File: config.mk
export PLATFORM = sky130hd
export DESIGN_NAME = mdu_tag_table
export DESIGN_NICKNAME = d
export VERILOG_FILES = /design/src/design/mdu_pkg.sv /design/src/design/mdu_tag_table.sv
export SDC_FILE = /design/constraint.sdc
export NUM_CORES = 1
export LEC_CHECK = 0
export ABC_AREA = 1
export BUFFER_PORTS_ARGS = -buffer_cell sky130_fd_sc_hd__buf_4
export CAP_MARGIN = 20
export CORE_AREA = 2 2 130 132
export DETAILED_ROUTE_END_ITERATION = 8
export DIE_AREA = 0 0 132 134
export GPL_TIMING_DRIVEN = 0
export RECOVER_POWER = 50
export SYNTH_ARGS = -nofsm -noshare
export SYNTH_HDL_FRONTEND = slang
export SYNTH_SLANG_ARGS = --single-unit
export TNS_END_PERCENT = 30
File: constraint.sdc
create_clock -name clk -period 5.3 [get_ports clk]
set_clock_uncertainty 0.1 [all_clocks]
set_input_delay 0.265 -clock clk [delete_from_list [all_inputs] [get_ports clk]]
set_output_delay 0.265 -clock clk [all_outputs]
set_load 0.01 [all_outputs]
File: src/design/mdu_pkg.sv
package mdu_pkg;

    localparam int NUM_LANES    = 2;
    localparam int XLEN         = 32;
    localparam int NW_BITS      = 2;
    localparam int NR_BITS      = 5;
    localparam int MULQ_SIZE    = 4;
    localparam int TAG_BITS     = $clog2(MULQ_SIZE);
    localparam int MUL_LATENCY  = 3;
    localparam int DIV_CNT_BITS = $clog2(XLEN);

    // Warp id, thread mask, PC, rd and wb flag.
    localparam int META_BITS = NW_BITS + NUM_LANES + XLEN + NR_BITS + 1;

    typedef enum logic [2:0] {
        OP_MUL    = 3'd0,
        OP_MULH   = 3'd1,
        OP_MULHSU = 3'd2,
        OP_MULHU  = 3'd3,
        OP_DIV    = 3'd4,
        OP_DIVU   = 3'd5,
        OP_REM    = 3'd6,
        OP_REMU   = 3'd7
    } mdu_op_e;

endpackage
File: src/design/mdu_tag_table.sv
module mdu_tag_table
    import mdu_pkg::*;
(
    input  logic                 clk,
    input  logic                 arst_n,
    input  logic                 acquire,
    input  logic [META_BITS-1:0] wr_meta,
    input  logic [TAG_BITS-1:0]  rd_tag,
    input  logic [TAG_BITS-1:0]  release_tag,
    input  logic                 release_en,
    output logic [TAG_BITS-1:0]  new_tag,
    output logic [META_BITS-1:0] rd_meta,
    output logic                 full
);

    logic [MULQ_SIZE-1:0] used_q;
    logic [META_BITS-1:0] meta_mem [MULQ_SIZE];

    always_comb begin
        new_tag = '0;
        for (int i = MULQ_SIZE - 1; i >= 0; i--) begin
            if (!used_q[i]) begin
                new_tag = TAG_BITS'(i); // Lowest free slot wins.
            end
        end
    end

    assign full    = &used_q;
    assign rd_meta = meta_mem[rd_tag];

    always_ff @(posedge clk or negedge arst_n) begin
        if (!arst_n) begin
            used_q <= '0;
        end else begin
            if (release_en) begin
                used_q[release_tag] <= 1'b0;
            end
            if (acquire) begin
                used_q[new_tag] <= 1'b1; // Never the released slot, which is still occupied.
            end
        end
    end

    always_ff @(posedge clk) begin
        if (acquire) begin
            meta_mem[new_tag] <= wr_meta;
        end
    end

    a_no_acquire_when_full: assert property (@(posedge clk) disable iff (!arst_n)
        acquire |-> !full);

    a_release_occupied: assert property (@(posedge clk) disable iff (!arst_n)
        release_en |-> used_q[release_tag]);

endmodule

Word-level counts from Yosys, hierarchy flattened:

Memory sizes are Yosys's and may differ from the RTL's.
Cells that the tools add are included.

* bits in registers: 4
* bits in latches: 0
* memory bits (writable): 168
* bits in read-only memories: 0
* input port bits: 50
* logic and storage cells: 24
* memories kept: 1

Memories
* meta_mem: words 4, width 42, read ports 1, clocked after Yosys merged registers in 0, wr ports 1, line mdu_tag_table.sv:17 `logic [META_BITS-1:0] meta_mem [MULQ_SIZE];`

* add/sub/neg operators: 0
* multiply operators: 0
* divide/modulo/power cells: 0
* $lt $le $gt $ge: 4
* eq/ne operators: 0
* shift operators: 0
* mux-type cells: 12
* bitwise gates (word level): 3
* reduce and logical (&&, ||, !) cells: 3

Operator list (number)
* $mux W2: 4
* $mux W4: 2
* $lt A2 B3 Y1 const B: 2
* $and A4 B4 Y4: 1
* $demux W1 S2: 2
* $ge A2 B1 Y1 const B: 2
* $mux W1: 4
* $not A4 Y4: 1
* $or A4 B4 Y4: 1
* $reduce_and A4 Y1: 1
* $logic_and A1 B1 Y1: 2

Logic depth before layout (Yosys ltp):

Gate-level depths: netlist of run 1.

* depth after elaboration: 10
* gate-level depth with buffers: 6

Worst setup path before layout of run 1:

No wires, ideal clock.

* kind: register to register
* from: reg used_q[3]
* to: mem meta_mem[3][0] (netlist bit) (enable)
* library setup time: 0.441 ns
* arrival time: 2.295 ns
* data required time: 4.759 ns
* slack: 2.464 ns
* stages on the path, launching flop included: 4
* path buffers: 0
* clock period less this slack: 2.836 ns
* cells stage by stage: dfrtp_1 inv_1 nand4_1 nor2_1

* word-level cells in the longest chain between the ends: 4

RTL lines
* start, declared: line mdu_tag_table.sv:16 `logic [MULQ_SIZE-1:0] used_q;`
* start signal, assigned: line mdu_tag_table.sv:33 `used_q <= '0;`
* start signal, assigned by index: line mdu_tag_table.sv:36 `used_q[release_tag] <= 1'b0;`
* start signal, assigned by index: line mdu_tag_table.sv:39 `used_q[new_tag] <= 1'b1;`
* $mux W2 (4 in series): line mdu_tag_table.sv:22 `if (!used_q[i]) begin`
* end, declared: line mdu_tag_table.sv:17

Every way passes these cells.

Worst setup path in the final report of run 1:

* from: reg used_q[1]
* to: mem meta_mem[2][27] (netlist bit) (enable)

* word-level cells in the longest chain between the ends: 2

RTL lines (line)
* $mux W2 (2 in series): mdu_tag_table.sv:22

Every way passes these cells.

==> results of run 1 <==
-- cell type report --
type,instances,area share [%]
multi-input combinational,236,16.1
sequential,172,56.6
buffer,28,2.66
timing repair buffer,139,11.0
inverter,94,3.88
clock buffer,17,4.68
clock inverter,15,2.05
tap,220,3.03
-- metal layers --
metal	vias up	track usage [%]	share of wire [%]
met1	2182	22.2	44
met2	93	32.0	51
met4	0	7.31	1.7
met5	-	0	0
li1	2154	-	-
met3	24	3.97	3.4
-- critical path, delay by kind of cell, from the launching register on --
| family | cells | cell delay (ns) |
|---|---|---|
| buf+inv | 3 | 0.85 |
| flops | 1 | 0.42 |
| simple gates | 4 | 0.32 |
-- cells in the final DEF (no fill, tap or decap) --
| master | count |
|---|---|
| buf_2 | 7 |
| clkinv_2 | 1 |
| clkbuf_16 | 17 |
| inv_1 | 91 |
| dfrtp_1 | 4 |
| o211ai_1 | 1 |
| buf_6 | 13 |
| edfxtp_1 | 168 |
| clkinvlp_4 | 4 |
| nand3_1 | 2 |
| nand2_1 | 63 |
| nand4_1 | 1 |
| inv_6 | 4 |
| buf_8 | 1 |
| inv_2 | 3 |
| a21oi_1 | 44 |
| clkbuf_1 | 56 |
| buf_12 | 4 |
| o21ai_1 | 12 |
| o21ai_0 | 33 |
| o211ai_2 | 41 |
| clkinv_4 | 3 |
| dlygate4sd3_1 | 43 |
| nand2_2 | 36 |
| nor2_1 | 2 |
| nor2_4 | 1 |
| buf_4 | 43 |
| bufinv_16 | 3 |
-- worst max path at each step --
| stage | end | cells after the start |
|---|---|---|
| floorplan | meta_mem[3][0]$_DFFE_PP_ | 3 |
| global placement | meta_mem[3][30]$_DFFE_PP_ | 3 |
| detailed placement | meta_mem[2][27]$_DFFE_PP_ | 7 |
| CTS | meta_mem[2][41]$_DFFE_PP_ | 7 |
| global route | meta_mem[2][41]$_DFFE_PP_ | 7 |
| finish | meta_mem[2][27]$_DFFE_PP_ | 7 |
-- power groups by stage --
stage / Sequential [uW] / Combinational (uW) / Clock, uW
2_1_floorplan: 1950 / 380 / 0
3_3_place_gp: 1970 / 659 / 0
3_5_place_dp: 1960 / 722 / 0
4_1_cts: 1930 / 752 / 1300
5_1_grt: 1960 / 786 / 1350
6_report: 1930 / 708 / 1270
-- sequential cells by signal, indices dropped and copies added, names as in the netlist --
name,cells
used_q,4
meta_mem,168
-- cell usage after synthesis (all sizes together) --
cell | n | share of area, %
clkbuf | 2 | 0.10
dfrtp | 4 | 1.4
nand2 | 99 | 6.4
a21oi | 44 | 3.1
buf | 26 | 3.2
edfxtp | 168 | 70
inv | 94 | 4.9
nand4 | 1 | 0.087
nand3 | 2 | 0.14
nor2 | 3 | 0.16
o211ai | 42 | 7.3
o21ai | 45 | 3.1
-- metrics by stage --
step / worst slack (ns) / cells / utilization, %
6_report: 3.29 / 921 / 55.8
5_1_grt: 3.10 / 921 / 55.8
4_1_cts: 3.26 / 921 / 57.1
3_5_place_dp: 3.28 / 846 / 50.7
3_3_place_gp: 0.826 / 842 / 50.1
2_1_floorplan: 2.46 / 530 / -
-- cell families (layout without fill, tap and decap cells) --
| logic type | count (synthesis) | in the layout | synth area share, % |
|---|---|---|---|
| buf+inv | 122 | 293 | 8.26 |
| simple gates | 105 | 105 | 6.80 |
| flops | 172 | 172 | 71.5 |
| compound gates | 131 | 131 | 13.5 |
==> flow_summary.json, run 1 <==
{
  "outcome": "completed",
  "multi_input_area_sq_mm": 0.00146,
  "hold_violations": 0,
  "fmax_mhz": 496,
  "critPathKind": "register to register",
  "cellPowerDensity_mw_per_mm2": 430,
  "setup_viol": 0,
  "fin_tns_setup_ns": 0,
  "ys_seq_elements": 172,
  "synthCells": 530,
  "power_frac_clock_pct": 32.5,
  "hpwl_microns": 9450,
  "io_pins": 95,
  "post_cts_buffers": 0,
  "total_power_uw": 3910,
  "hp-start": "release_tag[1]",
  "grt_max_degree": 27,
  "ant_nets": 0,
  "cts_tree": "done",
  "place_congestion": 0.741,
  "critical_path.endpoint_type": "register",
  "cp-startpoint": "used_q[1]$_DFF_PN0_",
  "vias": 4453,
  "final_layout_size_suffix_gt1_share_pct": 25.8,
  "grt_usage_pct": 18.3,
  "worst_hold_slack_ns": 0.0153,
  "path_clk_slew_ns": 0.06,
  "die_h_microns": 134,
  "drt_iter0_drc": 261,
  "required_ns": 5.33,
  "swShare_pct": 27.4,
  "crit_path_top_delay_cell": "inv_2",
  "min_delay_path_depth": 3,
  "combPwrFrac_pct": 18.1,
  "die_w_microns": 132,
  "dr.pass1.iters": 5,
  "hold_path.class": "primary input to register",
  "min_period_ns": 2.01,
  "holdBufCountCts": 43,
  "clk_latency_ns": 0.43,
  "wl_per_cell_microns": 16.7,
  "cp_slowest_stage_delay_ns": 0.50,
  "ff2ff_setup_slack_ns": 3.29,
  "fill_cells": 1409,
  "p_sw_uw": 1070,
  "cts_buffers": 17,
  "avgSynthCellArea_sq_um": 13.6,
  "ir_drop_mv": 0.337,
  "grt_remaining_overflow": 0,
  "ys_seq_area_share_pct": 71.5,
  "grt_pass1_vias": 4619,
  "yosysUniqueCellTypes": 17,
  "finalInstanceArea_sq_mm": 0.00909,
  "clockRootBuffer": "clkbuf_16",
  "diodes": 0,
  "tightest_slew_ns": 0.795,
  "fin_crit_sh_pct": 38.0,
  "crit_top_cell": "nand2_1",
  "drv_slew": 0,
  "h-tree-depth": 4,
  "internal-power_uw": 2840,
  "row_count": 47,
  "crit_chain": "nand2_1, inv_1, nand2_1, nor2_1, nand2_1, inv_2, buf_12",
  "routed_wl_microns": 15400,
  "io_buffer_count": 92,
  "seqPwrFrac_pct": 49.4,
  "dpl_cell_area_sq_mm": 0.00825,
  "r2r_cells": 7,
  "grt_pass1_wl_microns": 24200,
  "hold_end": "used_q[1]$_DFF_PN0_",
  "grt_setup_unrepaired": "false",
  "maxSlewHeadroom_pct": 46.9,
  "start_util_pct": 44.2,
  "post_cts_resized": 0,
  "power.leakage_uw": 0.00358,
  "clkSinkCount": 172,
  "path_max_fanout": 23,
  "core_sq_mm": 0.0163,
  "worst_r2r_startpoint": "used_q[1]$_DFF_PN0_",
  "syn-num-nets": 580,
  "antenna_found_initial": 0,
  "synth_area_sq_mm": 0.00720,
  "area_growth_syn_to_layout_pct": 26.2,
  "final_nets": 738,
  "area.sequential_sq_mm": 0.00514,
  "drcViolationCount": 0,
  "clock_path_buffers": 2,
  "reg2reg_to": "meta_mem[2][27]$_DFFE_PP_",
  "yosysWarnings": 0,
  "crit_arrival_ns": 2.05,
  "die-area_sq_mm": 0.0177,
  "viasPerCell": 4.83,
  "maxCapViolations": 0,
  "crit_path_start_kind": "register"
}
Power figures use the tool's default switching activity.
==> inputs of run 2 (changes only) <==
clock period = 1.9 ns   (was 5.3 ns; I/O delays follow)
==> flow_summary.json, run 2 (synthesis results as in run 1) <==
{
  "outcome": "finished, violations left",
  "violations": "setup timing",
  "grt_remaining_overflow": 0,
  "tightest_slew_ns": 0.725,
  "viasPerCell": 4.77,
  "io_buffer_count": 92,
  "clock_path_buffers": 2,
  "power.leakage_uw": 0.00359,
  "largest_register_ff_count": 168,
  "row_count": 47,
  "grt_max_degree": 32,
  "grt_usage_pct": 17.9,
  "drt_iter0_drc": 286,
  "maxSlewHeadroom_pct": 51.6,
  "grt_pass1_wl_microns": 23600,
  "path_max_fanout": 11,
  "routed_wl_microns": 15600,
  "ir_drop_mv": 0.803,
  "grt_pass1_vias": 4465,
  "layout_commonest_cell": "edfxtp_1",
  "h-tree-depth": 4,
  "die_w_microns": 132,
  "final_nets": 747,
  "io_pins": 95,
  "cts_buffers": 17,
  "post-place-ws_ns": -0.487,
  "fin_tns_setup_ns": -0.160,
  "vias": 4422,
  "hold_violations": 0,
  "ant_nets": 0,
  "required_ns": 1.85,
  "fmax_mhz": 522,
  "cts_tree": "done",
  "critical_path.endpoint_type": "register",
  "worst_r2r_startpoint": "used_q[1]$_DFF_PN0_",
  "drv_slew": 0,
  "place_congestion": 0.700,
  "dpl_cell_area_sq_mm": 0.00824,
  "worst_hold_slack_ns": 0.373,
  "clkSinkCount": 172,
  "final_layout_size_suffix_gt1_share_pct": 27.0,
  "area_growth_syn_to_layout_pct": 27.0,
  "path_clk_slew_ns": 0.06,
  "finalWorstSetupSlack_ns": -0.0146,
  "clk_latency_ns": 0.42,
  "crit_arrival_ns": 1.86,
  "grt_setup_unrepaired": "true",
  "fin_crit_sh_pct": 101,
  "cellPowerDensity_mw_per_mm2": 1150,
  "finalInstanceArea_sq_mm": 0.00914,
  "crit_path_start_kind": "register",
  "final_cell_mix": "edfxtp_1, inv_1, nand2_1",
  "dr.pass1.iters": 5,
  "top_register": "meta_mem",
  "hpwl_microns": 9230,
  "fill_cells": 1382,
  "critPathKind": "register to register",
  "maxCapViolations": 0,
  "start_util_pct": 44.2,
  "cp-startpoint": "used_q[1]$_DFF_PN0_",
  "hold_path.class": "primary input to register",
  "wl_per_cell_microns": 16.8,
  "diodes": 0,
  "drcViolationCount": 0,
  "core_sq_mm": 0.0163,
  "die-area_sq_mm": 0.0177,
  "hp-start": "wr_meta[16]",
  "fin_util_pct": 56.1,
  "antenna_found_initial": 0,
  "clockRootBuffer": "clkbuf_16",
  "die_h_microns": 134,
  "min_period_ns": 1.91,
  "reg.largest.list": "meta_mem x168, used_q x4",
  "setup_viol": 22
}
[run 2: changes by cell type in the layout (fill, tap and decap cells not counted), moves of 3 or more]
cell	delta
o21ai_1	+6
o21ai_0	-6
buf_4	+12
dlygate4sd3_1	+7
inv_6	-4
clkinv_1	+6
clkbuf_1	-10
clkinv_4	-3
[run 2: critical path, cell delays in order (launching register included)]
cell and delay [ns]:
dfrtp_1 0.44, nand4_1 0.32, nor2_2 0.68
[run 2: layout make-up]
| type | count | area [sq um] | area share, % |
|---|---|---|---|
| clock inverter | 11 | 80.1 | 0.876 |
| sequential | 172 | 5150 | 56.3 |
| multi-input combinational | 237 | 1480 | 16.2 |
| buffer | 28 | 241 | 2.64 |
| tap | 220 | 275 | 3.01 |
| inverter | 94 | 360 | 3.94 |
| clock buffer | 19 | 433 | 4.74 |
| timing repair inverter | 1 | 7.51 | 0.0821 |
| timing repair buffer | 146 | 1110 | 12.2 |
[run 2: through the flow]
stage	cells	power, uW
4_1_cts	926	10600
2_1_floorplan	530	6510
3_5_place_dp	845	7460
5_1_grt	928	11000
3_3_place_gp	842	7330
6_report	928	10500
[run 2: metal layers]
metal	share of wire [%]	track usage, %
met5	0	0
met1	42	21.7
met2	53	32.0
met3	4.1	3.85
met4	0.66	5.50
[run 2: timing repair]
item                                    in CTS  in global routing
resized for setup                            5                  3
pin swaps                                    1                  1
cloned                                       1                  1
hold buffers                                50                  0
endpoints found under the setup margin      87                107
hold endpoints to repair                   176                  0
setup buffers                                0                  1
[run 2: path summary, 6_finish.rpt]
check	end	slack, ns	cells after the start
setup reg to reg	meta_mem[3][16]$_DFFE_PP_	-0.01	2
max in group asynchronous	used_q[0]$_DFF_PN0_	1.02	3
hold reg to reg	used_q[3]$_DFF_PN0_	0.46	2
setup / recovery	meta_mem[3][16]$_DFFE_PP_	-0.01	2
min in group asynchronous	used_q[1]$_DFF_PN0_	0.48	3
hold / removal	meta_mem[2][16]$_DFFE_PP_	0.37	2
[run 2: report_power, final]
part	internal (uW)	switching, uW
combinational	735	1350
clock	1750	1300
sequential	5170	237
==> inputs of run 3 (changes only) <==
ABC_AREA = default   (was 1)
CORE_AREA = 2 2 122 124   (was 2 2 130 132)
DIE_AREA = 0 0 124 126   (was 0 0 132 134)
GPL_ROUTABILITY_DRIVEN = 0   (was default)
SLEW_MARGIN = 15   (was default)
==> flow_summary.json, run 3 <==
{
  "viasPerCell": 5.04,
  "min_period_ns": 1.82,
  "synth_area_leaders": "edfxtp_1, mux4_2, dfrtp_1",
  "grt_setup_unrepaired": "false",
  "clock_path_buffers": 2,
  "yosysWarnings": 0,
  "path_buf_inv": 1,
  "avgSynthCellArea_sq_um": 25.6,
  "fin_crit_sh_pct": 95.7,
  "cts_tree": "done",
  "p_sw_uw": 2400,
  "io_buffer_count": 92,
  "power_frac_clock_pct": 32.7,
  "routed_wl_microns": 11400,
  "reg.largest.list": "meta_mem x168, used_q x4",
  "antenna_found_initial": 1,
  "fin_tns_setup_ns": 0,
  "r2r_cells": 3,
  "start_util_pct": 44.3,
  "core_sq_mm": 0.0143,
  "worst_r2r_startpoint": "used_q[1]$_DFF_PN0_",
  "ff2ff_setup_slack_ns": 0.08,
  "post_cts_resized": 0,
  "crit_path_top_delay_cell": "dfrtp_1",
  "clkSinkCount": 172,
  "fmax_mhz": 550,
  "setup_viol": 0,
  "grt.busiest_layer": "met2",
  "yosys.area.top_type": "edfxtp_1",
  "grt_pass1_vias": 3357,
  "row_count": 44,
  "syn-num-nets": 298,
  "synth_area_sq_mm": 0.00635,
  "maxSlewHeadroom_pct": 67.8,
  "hp-start": "wr_meta[17]",
  "grt.met2_usage_pct": 26.6,
  "ys_seq_elements": 172,
  "outcome": "completed",
  "grt_use_met3_pct": 4.76,
  "die-area_sq_mm": 0.0156,
  "reg2reg_to": "meta_mem[3][29]$_DFFE_PP_",
  "area_growth_syn_to_layout_pct": 33.7,
  "swShare_pct": 23.3,
  "crit_family": "simple AND/OR/NAND/NOR gates",
  "crit_path_start_kind": "register",
  "hold_end": "meta_mem[3][17]$_DFFE_PP_",
  "ys_seq_area_share_pct": 81.1,
  "clockRootBuffer": "clkbuf_16",
  "hold_path.class": "primary input to register",
  "ant_nets": 0,
  "combPwrFrac_pct": 17.9,
  "gr-usage-met1_pct": 19.8,
  "dr.pass1.iters": 4,
  "largest_register_ff_count": 168,
  "hpwl_microns": 7310,
  "async_flop_share_pct": 2.33,
  "vias": 3122,
  "synth_edf_count": 168,
  "netlist.area_leader.share_pct": 79.5,
  "crit_arrival_ns": 1.84,
  "drt_iter0_drc": 129,
  "drcViolationCount": 0,
  "grt_max_degree": 21,
  "cellPowerDensity_mw_per_mm2": 1210,
  "synthCells": 248,
  "crit_chain": "nand3_1, nor2_4, buf_16",
  "path_clk_slew_ns": 0.06,
  "seqPwrFrac_pct": 49.4,
  "yosysUniqueCellTypes": 21,
  "die_h_microns": 126,
  "required_ns": 1.92,
  "critical_path.endpoint_type": "register",
  "critPathKind": "register to register",
  "path_max_fanout": 20,
  "clk_latency_ns": 0.42,
  "final_layout_size_suffix_gt1_share_pct": 32.3,
  "synth_flop_cell": "edfxtp_1",
  "wl_per_cell_microns": 18.4,
  "netlist_top_cells_count": "edfxtp_1, mux4_2",
  "final_cell_mix": "edfxtp_1, dlygate4sd3_1, buf_4",
  "cts_buffers": 17,
  "final_nets": 471,
  "layout_commonest_cell": "edfxtp_1",
  "grt_usage_pct": 16.1,
  "total_power_uw": 10300,
  "grt_remaining_overflow": 0,
  "fill_cells": 1112,
  "hold_violations": 0,
  "grt_pass1_wl_microns": 17900,
  "min_delay_path_depth": 2,
  "yosysMostFrequentCell": "edfxtp_1",
  "die_w_microns": 124,
  "tightest_slew_ns": 0.482,
  "io_pins": 95,
  "h-tree-depth": 4,
  "power.leakage_uw": 0.00289,
  "maxCapViolations": 0,
  "top_register": "meta_mem",
  "cp_slowest_stage_delay_ns": 0.49,
  "drv_slew": 0,
  "ir_drop_mv": 0.798,
  "internal-power_uw": 7870
}
## run 3: cell count changes after synthesis, sizes merged, moves of 2 or more
cell,before,now
nand2b,0,2
o21ai,45,1
buf,26,9
nand2,99,4
o211ai,42,0
inv,94,2
a21oi,44,3
mux4,0,42
## run 3: worst max-delay path by stage
stage	startpoint	end	depth (start not counted)
2_1_floorplan	used_q[1]$_DFF_PN0_	meta_mem[3][0]$_DFFE_PP_	2
3_3_place_gp	used_q[1]$_DFF_PN0_	meta_mem[3][9]$_DFFE_PP_	2
3_5_place_dp	used_q[1]$_DFF_PN0_	meta_mem[2][9]$_DFFE_PP_	3
4_1_cts	used_q[1]$_DFF_PN0_	meta_mem[3][22]$_DFFE_PP_	3
5_1_grt	used_q[1]$_DFF_PN0_	meta_mem[3][29]$_DFFE_PP_	3
6_report	used_q[1]$_DFF_PN0_	meta_mem[3][29]$_DFFE_PP_	3
## run 3: area by class of cell
class                   instances  area [sq um]  share of cell area [%]
inverters                       2          7.51                  0.0885
repair buffers                154          1290                    15.2
diodes                          1          2.50                  0.0295
clock inverters                14           151                    1.78
plain buffers                  10           115                    1.36
well taps                     184           230                    2.71
clock buffers                  18           429                    5.06
flip-flops and latches        172          5140                    60.6
multi-input cells              64          1110                    13.1
## run 3: timing repair
item,in CTS,in global routing
hold buffers,51,0
hold endpoints to repair,176,0
setup endpoints to repair,32,0
buffers inserted,3,0
## run 3: per-stage QoR
step,std cells,worst slack (ns),instance area (sq um),hold WS [ns],util (%)
final,619,0.0808,8490,0.371,59.3
after global placement,524,-1.30,7290,-0.203,50.9
after CTS,618,0.0726,8650,0.298,60.4
after global routing,619,0.00112,8490,0.388,59.3
after floorplan,248,-0.331,6370,-0.301,-
after detailed placement,532,-0.0173,7510,-0.202,52.4
## run 3: kinds of logic after synthesis
family	Yosys count	synth area share [%]
AO/OA/AOI/OAI	6	0.591
AND/OR/NAND/NOR	15	1.24
multiplexers	43	15.2
flip-flops	172	81.1
buffers and inverters	12	1.93
## run 3: power groups by stage
stage,registers [uW],clock network [uW],logic [uW]
6_report,5070,3350,1840
4_1_cts,5080,3440,1930
3_5_place_dp,5160,0,1790
2_1_floorplan,5110,0,833
3_3_place_gp,5150,0,1510
5_1_grt,5120,3600,1990
## run 3: routing by layer
metal | vias up | part of all wire [%]
li1 | 1418 | -
met3 | 17 | 4.7
met5 | - | 0
met1 | 1600 | 41
met4 | 0 | 2.0
met2 | 87 | 52
